`config.mk`:
```
export PLATFORM = sky130hd
export DESIGN_NAME = decode_top
export DESIGN_NICKNAME = d
export VERILOG_FILES = /design/src/hdl/core_types_pkg.sv /design/src/hdl/decode_pkg.sv /design/src/hdl/pipe_reg.sv /design/src/hdl/inst_decoder.sv /design/src/hdl/decode_stage.sv /design/src/hdl/decode_top.sv
export VERILOG_INCLUDE_DIRS = /design/src /design/src/hdl
export SDC_FILE = /design/constraint.sdc
export NUM_CORES = 1
export LEC_CHECK = 0
export BUFFER_PORTS_ARGS = -buffer_cell sky130_fd_sc_hd__buf_2
export CORE_ASPECT_RATIO = 1.25
export CORE_MARGIN = 2
export CORE_UTILIZATION = 39
export CTS_BUF_LIST = sky130_fd_sc_hd__clkbuf_2 sky130_fd_sc_hd__clkbuf_4 sky130_fd_sc_hd__clkbuf_8
export DETAILED_ROUTE_END_ITERATION = 10
export PLACE_DENSITY = 0.63
export SLEW_MARGIN = 20
export SYNTH_ARGS = -nofsm -noshare
export SYNTH_HDL_FRONTEND = slang
export SYNTH_SLANG_ARGS = --single-unit
```
`constraint.sdc`:
```
create_clock -name clk_i -period 28.8 [get_ports clk_i]
set_input_delay 2.88 -clock clk_i [delete_from_list [all_inputs] [get_ports clk_i]]
set_output_delay 2.88 -clock clk_i [all_outputs]
set_load 0.01 [all_outputs]
```
`src/hdl/decode_cfg.svh`:
```
// bundle width and tag widths; DEC_WIDTH of 2 or 4 is supported, tag widths must be at least 1
`ifndef DECODE_CFG_SVH
`define DECODE_CFG_SVH

// instruction slots per fetch bundle
`define DEC_WIDTH 2

// fetch-target-queue id width
`define FTQ_ID_W 4

// fetch epoch width, passed through untouched
`define FETCH_EPOCH_W 2

`endif

```
`src/hdl/core_types_pkg.sv`:
```
// fetch-side types sized from decode_cfg.svh; slot layout is packed, slot_valid in the msb
`default_nettype none

`include "decode_cfg.svh"

package core_types_pkg;

  typedef logic [31:0] inst_t;
  typedef logic [31:0] addr_t;

  typedef logic [`FTQ_ID_W-1:0]      ftq_id_t;
  typedef logic [`FETCH_EPOCH_W-1:0] epoch_t;

  // one fetched instruction plus its prediction and tags
  typedef struct packed {
    logic    slot_valid;
    inst_t   inst;
    addr_t   pc;
    addr_t   pred_npc;  // next pc predicted by fetch
    ftq_id_t ftq_id;
    epoch_t  epoch;
  } fetch_slot_t;

  // slot 0 is the oldest instruction
  typedef fetch_slot_t [`DEC_WIDTH-1:0] fetch_bundle_t;

endpackage

`default_nettype wire

```
`src/hdl/decode_pkg.sv`:
```
// decode-side types for RV32I only; every op enum encodes none as zero so a cleared uop means no op
`default_nettype none

`include "decode_cfg.svh"

package decode_pkg;

  // base opcodes, inst[6:0]
  typedef enum logic [6:0] {
    OPC_LUI      = 7'b0110111,
    OPC_AUIPC    = 7'b0010111,
    OPC_JAL      = 7'b1101111,
    OPC_JALR     = 7'b1100111,
    OPC_BRANCH   = 7'b1100011,
    OPC_LOAD     = 7'b0000011,
    OPC_STORE    = 7'b0100011,
    OPC_OP_IMM   = 7'b0010011,
    OPC_OP       = 7'b0110011,
    OPC_MISC_MEM = 7'b0001111,  // fence, decoded as illegal
    OPC_SYSTEM   = 7'b1110011   // ecall/csr, decoded as illegal
  } opcode_e;

  typedef enum logic [3:0] {
    ALU_NONE, ALU_ADD, ALU_SUB, ALU_SLL, ALU_SLT, ALU_SLTU,
    ALU_XOR, ALU_SRL, ALU_SRA, ALU_OR, ALU_AND, ALU_LUI
  } alu_op_e;

  // nine values, so 4 bits
  typedef enum logic [3:0] {
    LSU_NONE, LSU_LB, LSU_LH, LSU_LW, LSU_LBU, LSU_LHU, LSU_SB, LSU_SH, LSU_SW
  } lsu_op_e;

  typedef enum logic [3:0] {
    BR_NONE, BR_BEQ, BR_BNE, BR_BLT, BR_BGE, BR_BLTU, BR_BGEU, BR_JAL, BR_JALR
  } br_op_e;

  typedef enum logic [1:0] {
    FU_NONE, FU_ALU, FU_LSU, FU_BRU
  } fu_e;

  typedef struct packed {
    logic                   valid;
    logic                   illegal;
    logic [4:0]             rs1;
    logic [4:0]             rs2;
    logic [4:0]             rd;
    logic [31:0]            imm;  // already sign-extended
    alu_op_e                alu_op;
    lsu_op_e                lsu_op;
    br_op_e                 br_op;
    fu_e                    fu;
    logic                   is_load;
    logic                   is_store;
    logic                   is_jump;
    core_types_pkg::addr_t  pc;
    core_types_pkg::addr_t  pred_npc;
    core_types_pkg::ftq_id_t ftq_id;
    core_types_pkg::epoch_t epoch;
  } uop_t;

  typedef uop_t [`DEC_WIDTH-1:0] uop_bundle_t;

endpackage

`default_nettype wire

```
`src/hdl/pipe_reg.sv`:
```
// one-entry valid/ready register; in_ready_o depends combinationally on out_ready_i
`default_nettype none

module pipe_reg #(
  parameter type T = logic
) (
  input  logic clk_i,
  input  logic rst_i,
  input  logic in_valid_i,
  output logic in_ready_o,
  input  T     in_data_i,
  output logic out_valid_o,
  input  logic out_ready_i,
  output T     out_data_o
);

  logic valid_q;
  T     data_q;

  // empty, or the current entry leaves this cycle
  assign in_ready_o = ~valid_q | out_ready_i;

  always_ff @(posedge clk_i) begin
    if (rst_i) begin
      valid_q <= 1'b0;
    end else if (in_ready_o) begin
      valid_q <= in_valid_i;
    end
  end

  always_ff @(posedge clk_i) begin
    if (in_valid_i && in_ready_o) begin
      data_q <= in_data_i;  // captured on a transfer
    end
  end

  assign out_valid_o = valid_q;
  assign out_data_o  = data_q;

endmodule

`default_nettype wire

```
`src/hdl/inst_decoder.sv`:
```
// RV32I only; fence, system, compressed and M/A/F encodings come out as illegal with no op
`default_nettype none

module inst_decoder (
  input  core_types_pkg::fetch_slot_t slot_i,
  output decode_pkg::uop_t            uop_o
);

  import core_types_pkg::*;
  import decode_pkg::*;

  inst_t       inst;
  opcode_e     opcode;
  logic [2:0]  funct3;
  logic [6:0]  funct7;
  logic [31:0] imm_i;
  logic [31:0] imm_s;
  logic [31:0] imm_b;
  logic [31:0] imm_u;
  logic [31:0] imm_j;
  logic [31:0] imm_sh;
  uop_t        dec;      // raw decode, before masking
  logic        illegal;

  // shared by OP and OP-IMM, funct7 checked by the caller
  function automatic alu_op_e alu_from_f3(input logic [2:0] f3, input logic alt);
    alu_op_e op;
    case (f3)
      3'b000:  op = alt ? ALU_SUB : ALU_ADD;
      3'b001:  op = ALU_SLL;
      3'b010:  op = ALU_SLT;
      3'b011:  op = ALU_SLTU;
      3'b100:  op = ALU_XOR;
      3'b101:  op = alt ? ALU_SRA : ALU_SRL;
      3'b110:  op = ALU_OR;
      default: op = ALU_AND;
    endcase
    return op;
  endfunction

  assign inst   = slot_i.inst;
  assign opcode = opcode_e'(inst[6:0]);
  assign funct3 = inst[14:12];
  assign funct7 = inst[31:25];

  assign imm_i  = {{20{inst[31]}}, inst[31:20]};
  assign imm_s  = {{20{inst[31]}}, inst[31:25], inst[11:7]};
  assign imm_b  = {{19{inst[31]}}, inst[31], inst[7], inst[30:25], inst[11:8], 1'b0};
  assign imm_u  = {inst[31:12], 12'b0};
  assign imm_j  = {{11{inst[31]}}, inst[31], inst[19:12], inst[20], inst[30:21], 1'b0};
  assign imm_sh = {27'b0, inst[24:20]};  // shamt only, funct7 not folded in

  always_comb begin
    dec     = '0;
    illegal = 1'b0;
    case (opcode)
      OPC_LUI: begin
        dec.fu     = FU_ALU;
        dec.alu_op = ALU_LUI;
        dec.rd     = inst[11:7];
        dec.imm    = imm_u;
      end
      OPC_AUIPC: begin
        dec.fu     = FU_ALU;
        dec.alu_op = ALU_ADD;  // pc + imm
        dec.rd     = inst[11:7];
        dec.imm    = imm_u;
      end
      OPC_JAL: begin
        dec.fu      = FU_BRU;
        dec.br_op   = BR_JAL;
        dec.is_jump = 1'b1;
        dec.rd      = inst[11:7];
        dec.imm     = imm_j;
      end
      OPC_JALR: begin
        dec.fu      = FU_BRU;
        dec.br_op   = BR_JALR;
        dec.is_jump = 1'b1;
        dec.rs1     = inst[19:15];
        dec.rd      = inst[11:7];
        dec.imm     = imm_i;
        illegal     = (funct3 != 3'b000);
      end
      OPC_BRANCH: begin
        dec.fu  = FU_BRU;
        dec.rs1 = inst[19:15];
        dec.rs2 = inst[24:20];
        dec.imm = imm_b;
        case (funct3)
          3'b000:  dec.br_op = BR_BEQ;
          3'b001:  dec.br_op = BR_BNE;
          3'b100:  dec.br_op = BR_BLT;
          3'b101:  dec.br_op = BR_BGE;
          3'b110:  dec.br_op = BR_BLTU;
          3'b111:  dec.br_op = BR_BGEU;
          default: illegal   = 1'b1;
        endcase
      end
      OPC_LOAD: begin
        dec.fu      = FU_LSU;
        dec.is_load = 1'b1;
        dec.rs1     = inst[19:15];
        dec.rd      = inst[11:7];
        dec.imm     = imm_i;
        case (funct3)
          3'b000:  dec.lsu_op = LSU_LB;
          3'b001:  dec.lsu_op = LSU_LH;
          3'b010:  dec.lsu_op = LSU_LW;
          3'b100:  dec.lsu_op = LSU_LBU;
          3'b101:  dec.lsu_op = LSU_LHU;
          default: illegal    = 1'b1;
        endcase
      end
      OPC_STORE: begin
        dec.fu       = FU_LSU;
        dec.is_store = 1'b1;
        dec.rs1      = inst[19:15];
        dec.rs2      = inst[24:20];
        dec.imm      = imm_s;
        case (funct3)
          3'b000:  dec.lsu_op = LSU_SB;
          3'b001:  dec.lsu_op = LSU_SH;
          3'b010:  dec.lsu_op = LSU_SW;
          default: illegal    = 1'b1;
        endcase
      end
      OPC_OP_IMM: begin
        dec.fu  = FU_ALU;
        dec.rs1 = inst[19:15];
        dec.rd  = inst[11:7];
        if (funct3 == 3'b001 || funct3 == 3'b101) begin
          dec.imm    = imm_sh;
          dec.alu_op = alu_from_f3(funct3, funct7[5]);
          illegal    = (funct7 != 7'b0000000) &&
                       !(funct3 == 3'b101 && funct7 == 7'b0100000);
        end else begin
          dec.imm    = imm_i;
          dec.alu_op = alu_from_f3(funct3, 1'b0);  // no subi
        end
      end
      OPC_OP: begin
        dec.fu     = FU_ALU;
        dec.rs1    = inst[19:15];
        dec.rs2    = inst[24:20];
        dec.rd     = inst[11:7];
        dec.alu_op = alu_from_f3(funct3, funct7[5]);
        illegal    = (funct7 != 7'b0000000) &&
                     !(funct7 == 7'b0100000 && (funct3 == 3'b000 || funct3 == 3'b101));
      end
      default: illegal = 1'b1;  // fence, system and unknown opcodes
    endcase
  end

  // illegal keeps only valid, the flag and the pass-through fields
  always_comb begin
    uop_o = '0;
    if (slot_i.slot_valid) begin
      if (!illegal) begin
        uop_o = dec;
      end
      uop_o.valid    = 1'b1;
      uop_o.illegal  = illegal;
      uop_o.pc       = slot_i.pc;
      uop_o.pred_npc = slot_i.pred_npc;
      uop_o.ftq_id   = slot_i.ftq_id;
      uop_o.epoch    = slot_i.epoch;
    end
  end

endmodule

`default_nettype wire

```
`src/hdl/decode_stage.sv`:
```
// decodes all slots in parallel; the whole bundle is accepted and released as one unit
`default_nettype none

`include "decode_cfg.svh"

module decode_stage (
  input  logic                          clk_i,
  input  logic                          rst_i,
  input  logic                          in_valid_i,
  output logic                          in_ready_o,
  input  core_types_pkg::fetch_bundle_t bundle_i,
  output logic                          out_valid_o,
  input  logic                          out_ready_i,
  output decode_pkg::uop_bundle_t       uops_o
);

  import decode_pkg::*;

  uop_bundle_t dec_uops;  // combinational, ahead of the output register

  for (genvar i = 0; i < `DEC_WIDTH; i++) begin : gen_dec
    inst_decoder u_dec (
      .slot_i(bundle_i[i]),
      .uop_o (dec_uops[i])
    );
  end

  // one cycle from ibuf output to here
  pipe_reg #(
    .T(uop_bundle_t)
  ) u_out_reg (
    .clk_i      (clk_i),
    .rst_i      (rst_i),
    .in_valid_i (in_valid_i),
    .in_ready_o (in_ready_o),
    .in_data_i  (dec_uops),
    .out_valid_o(out_valid_o),
    .out_ready_i(out_ready_i),
    .out_data_o (uops_o)
  );

endmodule

`default_nettype wire

```
`src/hdl/decode_top.sv`:
```
// two-cycle decode front end; per-slot ports are packed arrays with slot 0 the oldest
`default_nettype none

`include "decode_cfg.svh"

module decode_top (
  input  logic                                          clk_i,
  input  logic                                          rst_i,
  // fetch side
  input  logic                                          fetch_valid_i,
  output logic                                          fetch_ready_o,
  input  logic [`DEC_WIDTH-1:0]                         fetch_slot_valid_i,
  input  core_types_pkg::inst_t   [`DEC_WIDTH-1:0]      fetch_inst_i,
  input  core_types_pkg::addr_t   [`DEC_WIDTH-1:0]      fetch_pc_i,
  input  core_types_pkg::addr_t   [`DEC_WIDTH-1:0]      fetch_pred_npc_i,
  input  core_types_pkg::ftq_id_t [`DEC_WIDTH-1:0]      fetch_ftq_id_i,
  input  core_types_pkg::epoch_t  [`DEC_WIDTH-1:0]      fetch_epoch_i,
  // backend side
  output logic                                          uop_valid_o,
  input  logic                                          uop_ready_i,
  output logic [`DEC_WIDTH-1:0]                         uop_slot_valid_o,
  output logic [`DEC_WIDTH-1:0]                         uop_illegal_o,
  output logic [`DEC_WIDTH-1:0][4:0]                    uop_rs1_o,
  output logic [`DEC_WIDTH-1:0][4:0]                    uop_rs2_o,
  output logic [`DEC_WIDTH-1:0][4:0]                    uop_rd_o,
  output logic [`DEC_WIDTH-1:0][31:0]                   uop_imm_o,
  output decode_pkg::alu_op_e     [`DEC_WIDTH-1:0]      uop_alu_op_o,
  output decode_pkg::lsu_op_e     [`DEC_WIDTH-1:0]      uop_lsu_op_o,
  output decode_pkg::br_op_e      [`DEC_WIDTH-1:0]      uop_br_op_o,
  output decode_pkg::fu_e         [`DEC_WIDTH-1:0]      uop_fu_o,
  output logic [`DEC_WIDTH-1:0]                         uop_is_load_o,
  output logic [`DEC_WIDTH-1:0]                         uop_is_store_o,
  output logic [`DEC_WIDTH-1:0]                         uop_is_jump_o,
  output core_types_pkg::addr_t   [`DEC_WIDTH-1:0]      uop_pc_o,
  output core_types_pkg::addr_t   [`DEC_WIDTH-1:0]      uop_pred_npc_o,
  output core_types_pkg::ftq_id_t [`DEC_WIDTH-1:0]      uop_ftq_id_o,
  output core_types_pkg::epoch_t  [`DEC_WIDTH-1:0]      uop_epoch_o
);

  import core_types_pkg::*;
  import decode_pkg::*;

  fetch_bundle_t fetch_bundle;
  fetch_bundle_t ibuf_bundle;
  logic          ibuf_valid;  // ibuf register occupied
  logic          ibuf_ready;
  uop_bundle_t   uops;

  for (genvar i = 0; i < `DEC_WIDTH; i++) begin : gen_slot
    // pack fetch ports
    assign fetch_bundle[i].slot_valid = fetch_slot_valid_i[i];
    assign fetch_bundle[i].inst       = fetch_inst_i[i];
    assign fetch_bundle[i].pc         = fetch_pc_i[i];
    assign fetch_bundle[i].pred_npc   = fetch_pred_npc_i[i];
    assign fetch_bundle[i].ftq_id     = fetch_ftq_id_i[i];
    assign fetch_bundle[i].epoch      = fetch_epoch_i[i];

    // unpack micro-ops
    assign uop_slot_valid_o[i] = uops[i].valid;
    assign uop_illegal_o[i]    = uops[i].illegal;
    assign uop_rs1_o[i]        = uops[i].rs1;
    assign uop_rs2_o[i]        = uops[i].rs2;
    assign uop_rd_o[i]         = uops[i].rd;
    assign uop_imm_o[i]        = uops[i].imm;
    assign uop_alu_op_o[i]     = uops[i].alu_op;
    assign uop_lsu_op_o[i]     = uops[i].lsu_op;
    assign uop_br_op_o[i]      = uops[i].br_op;
    assign uop_fu_o[i]         = uops[i].fu;
    assign uop_is_load_o[i]    = uops[i].is_load;
    assign uop_is_store_o[i]   = uops[i].is_store;
    assign uop_is_jump_o[i]    = uops[i].is_jump;
    assign uop_pc_o[i]         = uops[i].pc;
    assign uop_pred_npc_o[i]   = uops[i].pred_npc;
    assign uop_ftq_id_o[i]     = uops[i].ftq_id;
    assign uop_epoch_o[i]      = uops[i].epoch;
  end

  pipe_reg #(
    .T(fetch_bundle_t)
  ) u_ibuf (
    .clk_i      (clk_i),
    .rst_i      (rst_i),
    .in_valid_i (fetch_valid_i),
    .in_ready_o (fetch_ready_o),
    .in_data_i  (fetch_bundle),
    .out_valid_o(ibuf_valid),
    .out_ready_i(ibuf_ready),
    .out_data_o (ibuf_bundle)
  );

  decode_stage u_dec_stage (
    .clk_i      (clk_i),
    .rst_i      (rst_i),
    .in_valid_i (ibuf_valid),
    .in_ready_o (ibuf_ready),
    .bundle_i   (ibuf_bundle),
    .out_valid_o(uop_valid_o),
    .out_ready_i(uop_ready_i),
    .uops_o     (uops)
  );

endmodule

`default_nettype wire

```
==> results of run 1 <==
[routing by layer]
metal	track usage, %	vias up	part of all wire [%]
met4	8.78	10	3.6
met2	29.3	520	50
li1	-	5304	-
met1	21.4	5395	38
met5	0	-	0.15
met3	5.02	115	8.2
[layout make-up]
cell class                 count  share of cell area (%)
clock buffer                  96                    5.25
antenna                        7                  0.0769
tap                          585                    3.21
timing repair buffer         496                    11.1
sequential                   480                    63.2
multi-input combinational    565                    15.7
inverter                      12                   0.198
clock inverter                32                    1.22
[flip-flops by register name (all words and copies together), names as in the netlist]
name	count
u_ibuf.out_data_o	206
u_dec_stage.u_out_reg.out_data_o	272
u_ibuf.out_valid_o	1
u_dec_stage.u_out_reg.out_valid_o	1
[worst paths after layout]
| kind | cells past startpoint | startpoint | to |
|---|---|---|---|
| max reg2reg | 6 | u_ibuf.out_data_o[75]$_DFFE_PP_ | u_dec_stage.u_out_reg.out_data_o[71]$_SDFFCE_PP0P_ |
| min reg2reg | 1 | u_ibuf.out_data_o[57]$_DFFE_PP_ | u_dec_stage.u_out_reg.out_data_o[57]$_SDFFCE_PN0P_ |
| min | 1 | u_ibuf.out_data_o[57]$_DFFE_PP_ | u_dec_stage.u_out_reg.out_data_o[57]$_SDFFCE_PN0P_ |
| max | 4 | uop_ready_i | fetch_ready_o |
[cells by family after synthesis]
logic type	Yosys count
DFF	480
and+or+nand+nor	430
AOI/OAI and AO/OA	132
buffers and inverters	84
xor gates and xnor gates	3
[cell usage after synthesis, types with 7 or more instances]
cell type	n	area share, %
a21oi_1	40	1.1
a22oi_1	29	1.2
and2_1	147	5.0
buf_2	9	0.25
clkbuf_1	53	1.1
edfxtp_1	478	78
inv_1	12	0.25
nand2_1	46	0.94
nand2b_1	10	0.34
nand3_1	22	0.60
nor2_1	35	0.72
nor2b_1	13	0.44
nor3_1	62	1.7
nor3_2	43	2.3
nor4_1	7	0.24
nor4b_1	10	0.48
o21ai_0	17	0.46
or4_1	8	0.33
[worst max-delay path, cell delays in order]
cell     delay [ns]
buf_2          0.10
nor2b_1        0.30
nand2_1        0.14
buf_2          0.16
[metrics by stage]
step                hold WS (ns)  std cells  cell area, um^2
detailed placement         0.509       2138            21300
CTS                        0.519       2266            22800
finish                     0.519       2273            22800
global placement           0.504       2138            21300
global route               0.522       2271            22800
floorplan                  0.424       1129            18300
[power groups by stage]
stage	registers [mW]	clock network, mW	logic (mW)
after floorplan	0.856	0	0.0390
after global placement	0.841	0	0.0906
after detailed placement	0.842	0	0.0924
after CTS	0.828	0.593	0.0924
after global routing	0.831	0.623	0.0999
final	0.828	0.573	0.0909
==> results_dict.tcl, run 1 <==
set metrics [dict create \
    gp_congestion 0.890 \
    clkLatencyLatePin_ns 0.64 \
    synth_nets 1339 \
    die_area_mm2 0.0488 \
    muxShareOfSynthArea_pct 0 \
    remaining_drc_errors 0 \
    synthArstFlopShare_pct 0 \
    antenna_found_initial 12 \
    outcome "completed" \
    clk_path_buf_depth 3 \
    yosys.area_share.simple_pct 14.3 \
    multi_input_area_mm2 0.00358 \
    combPwrFrac_pct 6.1 \
    worstMarginPinSlew_ns 1.08 \
    switchingPower_mw 0.336 \
    synthDistinctLibCells 58 \
    area.sequential_mm2 0.0144 \
    grt-ovfl-total 0 \
    drv_cap 0 \
    ys_seq_elements 480 \
    ioPinCount 484 \
    drive_gt1_share_pct 39.6 \
    cts.clk_slew.worst_paths_ns 0.06 \
    grt_max_degree 172 \
    die_w_um 198 \
    p_clk_share_pct 38.4 \
    setup_tns_ns 0 \
    final_cell_mix "buf_2 (483), edfxtp_1 (478), and2_1 (146)" \
    reg2reg_slack_ns 24.97 \
    fin_nets 1840 \
    nFillCells 4014 \
    grt_util_all_layers_pct 17.8 \
    synth_fa_ha_area_share_pct 0 \
    routed_wl_um 43900 \
    end_kind "primary output" \
    num_vias 11300 \
    ys_seq_area_share_pct 78.5 \
    synth_top_family_by_area "simple AND/OR/NAND/NOR gates" \
    dpl.hpwl_um 30200 \
    hold_class "reg -> reg" \
    finalCriticalPeriod_ns 6.46 \
    hold_viol 0 \
    synth_edf_count 478 \
    intPower_mw 1.15 \
    grt_pass1_wl_um 65500 \
    cts_resized 0 \
    arrival_ns 3.58 \
    yosysWarnings 0 \
    preCtsSetupSlack_ns 22.35 \
    synth_area_mm2 0.0183 \
    seq_power_share_pct 55.5 \
    max-vdd-ir-drop_mv 0.0426 \
    clock_sink_count 480 \
    skew_ns 0.0207 \
    initial_core_util_pct 39.6 \
    wl_per_cell_um 19.3 \
    critPathMaxFanout 4 \
    fin_util_pct 49.3 \
    syn_area_per_cell_um2 16.2 \
    core_area_mm2 0.0462 \
    worstSetupPathType "in -> out" \
    syn2layout_area_growth_pct 24.3 \
    p_total_mw 1.49 \
    dr.pass1.iters 6 \
    setup_slack_ns 22.34 \
    synthFlopType "edfxtp_1" \
    cts_setup_buffers 0 \
    rsz0062_at_grt "false" \
    place.port_buffers 483 \
    fmax_ghz 0.155 \
    synth_compound_area_share_pct 4.98 \
    grt_pass1_vias 11300 \
    max-slew-margin-rel_pct 27.4 \
    mostFrequentLayoutCell "buf_2" \
    power_density_mw_per_mm2 65.5 \
    row_count 88 \
    synth_xor_xnor_area_share_pct 0.143 \
    h-tree-depth 3 \
    fp.dieH_um 246 \
    cp-start-kind "input port" \
    period_share_pct 22.4 \
    ctsHoldBuffers 0 \
    leakage_nw 8.11 \
    vias_per_cell 4.99 \
    netSwitchingFraction_pct 22.5 \
    finalSetupViolCount 0 \
    cts_buffers 75 \
    root_buffer "clkbuf_8" \
    ant_nets 0 \
    crit_required_ns 25.92 \
    cts_tree "built" \
    drt-initial-drc-count 937 \
    syn_inst 1129 \
    finalMaxSlewViolations 0 \
]
Power figures use the tool's default switching activity.
==> inputs of run 2 (changes only) <==
- ABC_AREA: not set -> 1
- PLACE_DENSITY: 0.63 -> 0.66
- clock period: 28.8 -> 5.55 ns (I/O delays scaled with it)
==> run 2 against run 1 <==
Combinational power rose to 5.4 times the previous value. Worst hold slack worse by 0.44 ns. Total power rose to 5.3 times the previous value. Via count increased by 7.5%. Non-clock buffer count is 89 higher. Routed wire length rose by 5.6%. Design area grew 4.4%. Clock power grew to 5.5 times the previous value. Worst setup slack lost 19 ns. Clock skew up 0.015 ns. Sequential power grew to 5.1 times the previous value. Register-to-register slack worse by 22 ns. Highest routed layer unchanged.
==> results_dict.tcl, run 2 <==
set metrics [dict create \
    outcome "completed" \
    ioPinCount 484 \
    end_kind "flop" \
    fp.dieH_um 245 \
    grt_pass1_vias 12400 \
    num_vias 12200 \
    netSwitchingFraction_pct 22.4 \
    routed_wl_um 46300 \
    hold_viol 0 \
    intPower_mw 6.13 \
    remaining_drc_errors 0 \
    synth_top_family_by_area "simple AND/OR/NAND/NOR gates" \
    dpl.hpwl_um 31500 \
    row_count 88 \
    syn_inst 1367 \
    grt_util_all_layers_pct 18.9 \
    combPwrFrac_pct 6.2 \
    h-tree-depth 3 \
    p_clk_share_pct 40.1 \
    max-slew-margin-rel_pct 39.2 \
    setup_slack_ns 3.08 \
    initial_core_util_pct 39.3 \
    clkLatencyLatePin_ns 0.66 \
    root_buffer "clkbuf_8" \
    area.sequential_mm2 0.0144 \
    die_area_mm2 0.0482 \
    drv_cap 0 \
    synthFlopType "edfxtp_1" \
    setup_tns_ns 0 \
    antenna_found_initial 7 \
    final_cell_mix "buf_2 (483), edfxtp_1 (478), nand2_1 (249)" \
    top_usage_layer "met2" \
    drive_gt1_share_pct 31.8 \
    grt-ovfl-total 0 \
    use_met2_pct 32.7 \
    yosys.area_share.simple_pct 12.2 \
    largest_reg_flops 272 \
    die_w_um 197 \
    ys_seq_area_share_pct 79.5 \
    p_total_mw 7.90 \
    synth_nets 1577 \
    slowest_delay_ns 0.47 \
    critPathMaxFanout 45 \
    power_density_mw_per_mm2 332 \
    skew_ns 0.0361 \
    fin_util_pct 51.7 \
    syn_area_per_cell_um2 13.2 \
    cp-start-kind "flop" \
    synth_xor_xnor_area_share_pct 0 \
    synth_fa_ha_area_share_pct 0 \
    clk_path_buf_depth 3 \
    multi_input_area_mm2 0.00269 \
    switchingPower_mw 1.77 \
    ant_nets 0 \
    cts.clk_slew.worst_paths_ns 0.06 \
    met3_usage_pct 5.62 \
    synthDistinctLibCells 31 \
    finalCriticalPeriod_ns 2.47 \
    worstMarginPinSlew_ns 0.912 \
    mostFrequentLayoutCell "buf_2" \
    synth_compound_area_share_pct 2.56 \
    synth_edf_count 478 \
    fin_nets 2208 \
    cts_tree "built" \
    seq_power_share_pct 53.8 \
    wl_per_cell_um 17.5 \
    period_share_pct 44.4 \
    max-vdd-ir-drop_mv 0.209 \
    finalSetupViolCount 0 \
    syn2layout_area_growth_pct 31.3 \
    crit_top_cell "nand2_1" \
    grt_max_degree 151 \
    synth_top_area_cell "edfxtp_1" \
    worstSetupPathType "reg -> reg" \
    synthArstFlopShare_pct 0 \
    synthTopCellsByArea "edfxtp_1 (79%), nand2_1 (5.2%), inv_1 (4.6%), nor2_1 (4.2%), a21oi_1 (0.97%)" \
    cts_buffers 78 \
    arrival_ns 2.91 \
    nFillCells 4018 \
    post-synth-top-area-fraction_pct 79.3 \
    crit_chain "nor2_2, nand2_1, nand2_1, inv_1, nand3_2, nand3_4, a21oi_1" \
    dr.pass1.iters 6 \
    vias_per_cell 4.61 \
    rsz0062_at_grt "false" \
    yosysWarnings 0 \
    grt_pass1_wl_um 68700 \
    drt-initial-drc-count 670 \
    grt_util_met1_pct 20.6 \
    core_area_mm2 0.0460 \
    gp_congestion 0.894 \
    synth_most_common_cell "edfxtp_1" \
    ys_seq_elements 480 \
    synthTopCellsByCount "edfxtp_1 (478), nand2_1 (249), inv_1 (224)" \
    place.port_buffers 483 \
    cts_setup_buffers 0 \
    leakage_nw 10.7 \
    synth_area_mm2 0.0181 \
    crit_required_ns 5.99 \
    finalMaxSlewViolations 0 \
    critPathSlowestCell "edfxtp_1" \
    clock_sink_count 480 \
    hold_class "in -> reg" \
    muxShareOfSynthArea_pct 0 \
    preCtsSetupSlack_ns 2.98 \
    fmax_ghz 0.405 \
]
run 2: worst paths after layout:
check	startpoint	to	slack [ns]	depth (start not counted)
min	fetch_pred_npc_i[32]	u_ibuf.out_data_o[109]$_DFFE_PP_	0.08	1
min reg2reg	u_ibuf.out_data_o[167]$_DFFE_PP_	u_dec_stage.u_out_reg.out_data_o[200]$_SDFFCE_PN0P_	0.48	2
max	u_ibuf.out_data_o[76]$_DFFE_PP_	u_dec_stage.u_out_reg.out_data_o[75]$_SDFFCE_PP0P_	3.08	7
max reg2reg	u_ibuf.out_data_o[76]$_DFFE_PP_	u_dec_stage.u_out_reg.out_data_o[75]$_SDFFCE_PP0P_	3.08	7
run 2: repair_timing:
action,4_1_cts,5_1_grt
hold endpoints to repair,96,0
resized for setup,0,0
hold buffers,96,0
run 2: power groups by stage:
stage / sequential, mW / combinational [mW] / clock (mW)
6_report: 4.25 / 0.489 / 3.16
5_1_grt: 4.26 / 0.539 / 3.40
4_1_cts: 4.25 / 0.493 / 3.26
3_5_place_dp: 4.32 / 0.436 / 0
3_3_place_gp: 4.31 / 0.427 / 0
2_1_floorplan: 4.37 / 0.177 / 0
run 2: metrics by stage:
stage	cell area, um^2	hold WS [ns]	cells
detailed placement	21200	0.487	2407
global placement	21200	0.482	2407
floorplan	18100	0.424	1367
CTS	23800	0.000714	2642
global route	23800	0.0184	2644
finish	23800	0.0777	2644
run 2: critical path: cells and delay by family (launching register included):
| kind | cells | cell delay, ns |
|---|---|---|
| simple gates | 5 | 1.38 |
| compound gates | 1 | 0.32 |
| flops | 1 | 0.47 |
| buf+inv | 1 | 0.07 |
run 2: final cells by class:
| class | count | share of cell area [%] |
|---|---|---|
| diodes | 2 | 0.0210 |
| inverters | 236 | 3.76 |
| clock inverters | 32 | 1.33 |
| flip-flops and latches | 480 | 60.5 |
| repair buffers | 585 | 14.6 |
| multi-input cells | 617 | 11.3 |
| clock buffers | 107 | 5.43 |
| well taps | 585 | 3.08 |
run 2: routing by layer:
layer  vias to the layer above  wire length (um)  share of wire [%]
met5                         -                68               0.15
met4                        10              2060                4.4
met3                       111              3760                8.1
met2                       515             23500                 51
met1                      5727             17000                 37
li1                       5837                 -                  -
run 2: cells by family after synthesis:
logic type | after synthesis
simple gates | 533
buf+inv | 270
flops | 480
compound gates | 84
==> inputs of run 3 (changes only) <==
- PLACE_DENSITY: 0.66 -> 0.63
- clock period: 5.55 -> 2.47 ns (I/O delays scaled with it)
==> run 3 against run 2 <==
Largest cell class unchanged. Critical path type unchanged. Clock power increased by 110%. Largest power group unchanged. Via count increased by 4.4%. Register-to-register slack got worse by 2.9 ns. Worst setup slack got worse by 2.9 ns. Die area unchanged. Worst hold slack improved by 0.14 ns. Cell count increased by 5.1%. Critical path depth increased by 3.
==> results_dict.tcl, run 3 (synthesis results as in run 2) <==
set metrics [dict create \
    multi_input_area_mm2 0.00269 \
    fin_hold_ws_ns 0.220 \
    leakage_nw 11.3 \
    rsz0062_at_grt "false" \
    initial_core_util_pct 39.3 \
    clock_sink_count 480 \
    worstRegToRegCells 10 \
    vias_per_cell 4.58 \
    grt_util_all_layers_pct 20.4 \
    dr.pass1.iters 5 \
    wl_per_cell_um 17.7 \
    grt_pass1_vias 13500 \
    arrival_ns 2.80 \
    dpl.hpwl_um 33700 \
    grt_max_degree 109 \
    drv_cap 0 \
    rr_endpoint "u_dec_stage.u_out_reg.out_data_o[209]$_SDFFCE_PP0P_" \
    outcome "completed" \
    core_area_mm2 0.0460 \
    clk_path_buf_depth 3 \
    layout.cells.non_filler 2778 \
    worstMarginPinSlew_ns 0.725 \
    finalMaxSlewViolations 0 \
    row_count 88 \
    stdcell_area_mm2 0.0250 \
    hold_viol 0 \
    ant_nets 0 \
    min_delay_path_depth 3 \
    placed_area_mm2 0.0215 \
    num_vias 12700 \
    hold_class "in -> reg" \
    remaining_drc_errors 0 \
    cts_tree "built" \
    final_cell_mix "buf_2 (483), edfxtp_1 (478), nand2_1 (249)" \
    max-slew-margin-rel_pct 51.6 \
    finalSetupViolCount 0 \
    ioPinCount 484 \
    nFillCells 3855 \
    cp-start-kind "flop" \
    min_from "fetch_valid_i" \
    antenna_found_initial 3 \
    fin_nets 2346 \
    routed_wl_um 49200 \
    fmax_ghz 0.434 \
    place.port_buffers 483 \
    worstSetupPathType "reg -> reg" \
    clkLatencyLatePin_ns 0.65 \
    r2r_start "u_ibuf.out_data_o[176]$_DFFE_PP_" \
    h-tree-depth 3 \
    skew_ns 0.0290 \
    gp_congestion 0.907 \
    cts.clk_slew.worst_paths_ns 0.06 \
    area.sequential_mm2 0.0144 \
    max-vdd-ir-drop_mv 0.515 \
    die_w_um 197 \
    dp.cells 2433 \
    p_total_mw 17.4 \
    die_area_mm2 0.0482 \
    mostFrequentLayoutCell "buf_2" \
    period_share_pct 93.2 \
    drt-initial-drc-count 708 \
    worstSetupStartpoint "u_ibuf.out_data_o[176]$_DFFE_PP_" \
    grt-ovfl-total 0 \
    crit_required_ns 2.97 \
    syn2layout_area_growth_pct 38.3 \
    hold_end "u_ibuf.out_data_o[99]$_DFFE_PP_" \
    critPathMaxFanout 25 \
    drive_gt1_share_pct 30.8 \
    power_density_mw_per_mm2 696 \
    end_kind "flop" \
    largest_reg_flops 272 \
    finalCriticalPeriod_ns 2.30 \
    reg2reg_slack_ns 0.17 \
    root_buffer "clkbuf_8" \
    cts_setup_buffers 0 \
    cts_buffers 77 \
    grt_pass1_wl_um 74400 \
    fp.dieH_um 245 \
]
## run 3: cell types whose count changed in the layout (fill, tap and decap cells not counted), sizes merged
| cell | change |
|---|---|
| clkinv | +9 |
| inv | -1 |
| clkinvlp | -1 |
| dlygate4sd3 | +113 |
| buf | +26 |
| bufinv | -4 |
| clkbuf | -8 |
## run 3: report_power, final
part | switching, mW | internal, mW | total, mW
sequential | 0.145 | 9.39 | 9.54
clock | 3.19 | 3.39 | 6.58
combinational | 0.729 | 0.568 | 1.30
## run 3: layout make-up
class	instances	area share [%]
Clock buffer	99	4.89
Tap cell	585	2.92
Sequential cell	480	57.5
Multi-Input combinational cell	617	10.7
Clock inverter	35	0.934
Inverter	236	3.58
Antenna cell	2	0.0200
Timing Repair Buffer	724	19.4
## run 3: how the worst max path moves through the flow
stage	end	slack, ns	cells after the start
after floorplan	u_dec_stage.u_out_reg.out_data_o[0]$_SDFFCE_PN0P_	-2.84	2
after global placement	u_dec_stage.u_out_reg.out_data_o[209]$_SDFFCE_PP0P_	0.21	11
after detailed placement	u_dec_stage.u_out_reg.out_data_o[209]$_SDFFCE_PP0P_	0.17	11
after CTS	u_dec_stage.u_out_reg.out_data_o[209]$_SDFFCE_PP0P_	0.16	11
after global routing	u_dec_stage.u_out_reg.out_data_o[209]$_SDFFCE_PP0P_	0.02	11
final	u_dec_stage.u_out_reg.out_data_o[209]$_SDFFCE_PP0P_	0.17	10
## run 3: timing repair
item,4_1_cts,5_1_grt
gates resized for setup,0,1
hold endpoints to repair,208,0
hold buffers,209,0
endpoints found under the setup margin,0,25
## run 3: routing by layer
metal / vias to the layer above / GRT usage, % / wire length (um) / part of all wire, %
li1: 6100 / - / - / -
met1: 5997 / 22.2 / 18300 / 37
met2: 501 / 35.8 / 24900 / 51
met3: 132 / 5.78 / 3600 / 7.3
met4: 2 / 11.2 / 2340 / 4.8
met5: - / 0 / 15 / 0.031
## run 3: critical path, stage by stage, from the launching register on
cell and delay [ns]:
edfxtp_1 0.46, nor2_1 0.18, nand2_1 0.19, nor2_2 0.17
inv_1 0.11, nand2_2 0.15, nor2_2 0.06, nand2_2 0.19
nand3_4 0.23, buf_6 0.26, nor2_1 0.13
## run 3: metrics by stage
stage	setup WS, ns	TNS (ns)	util, %
detailed placement	0.171	0	46.7
global placement	0.214	0	46.7
finish	0.168	0	54.4
floorplan	-2.84	-1142.08	-
global route	0.0221	0	54.4
CTS	0.161	0	54.4
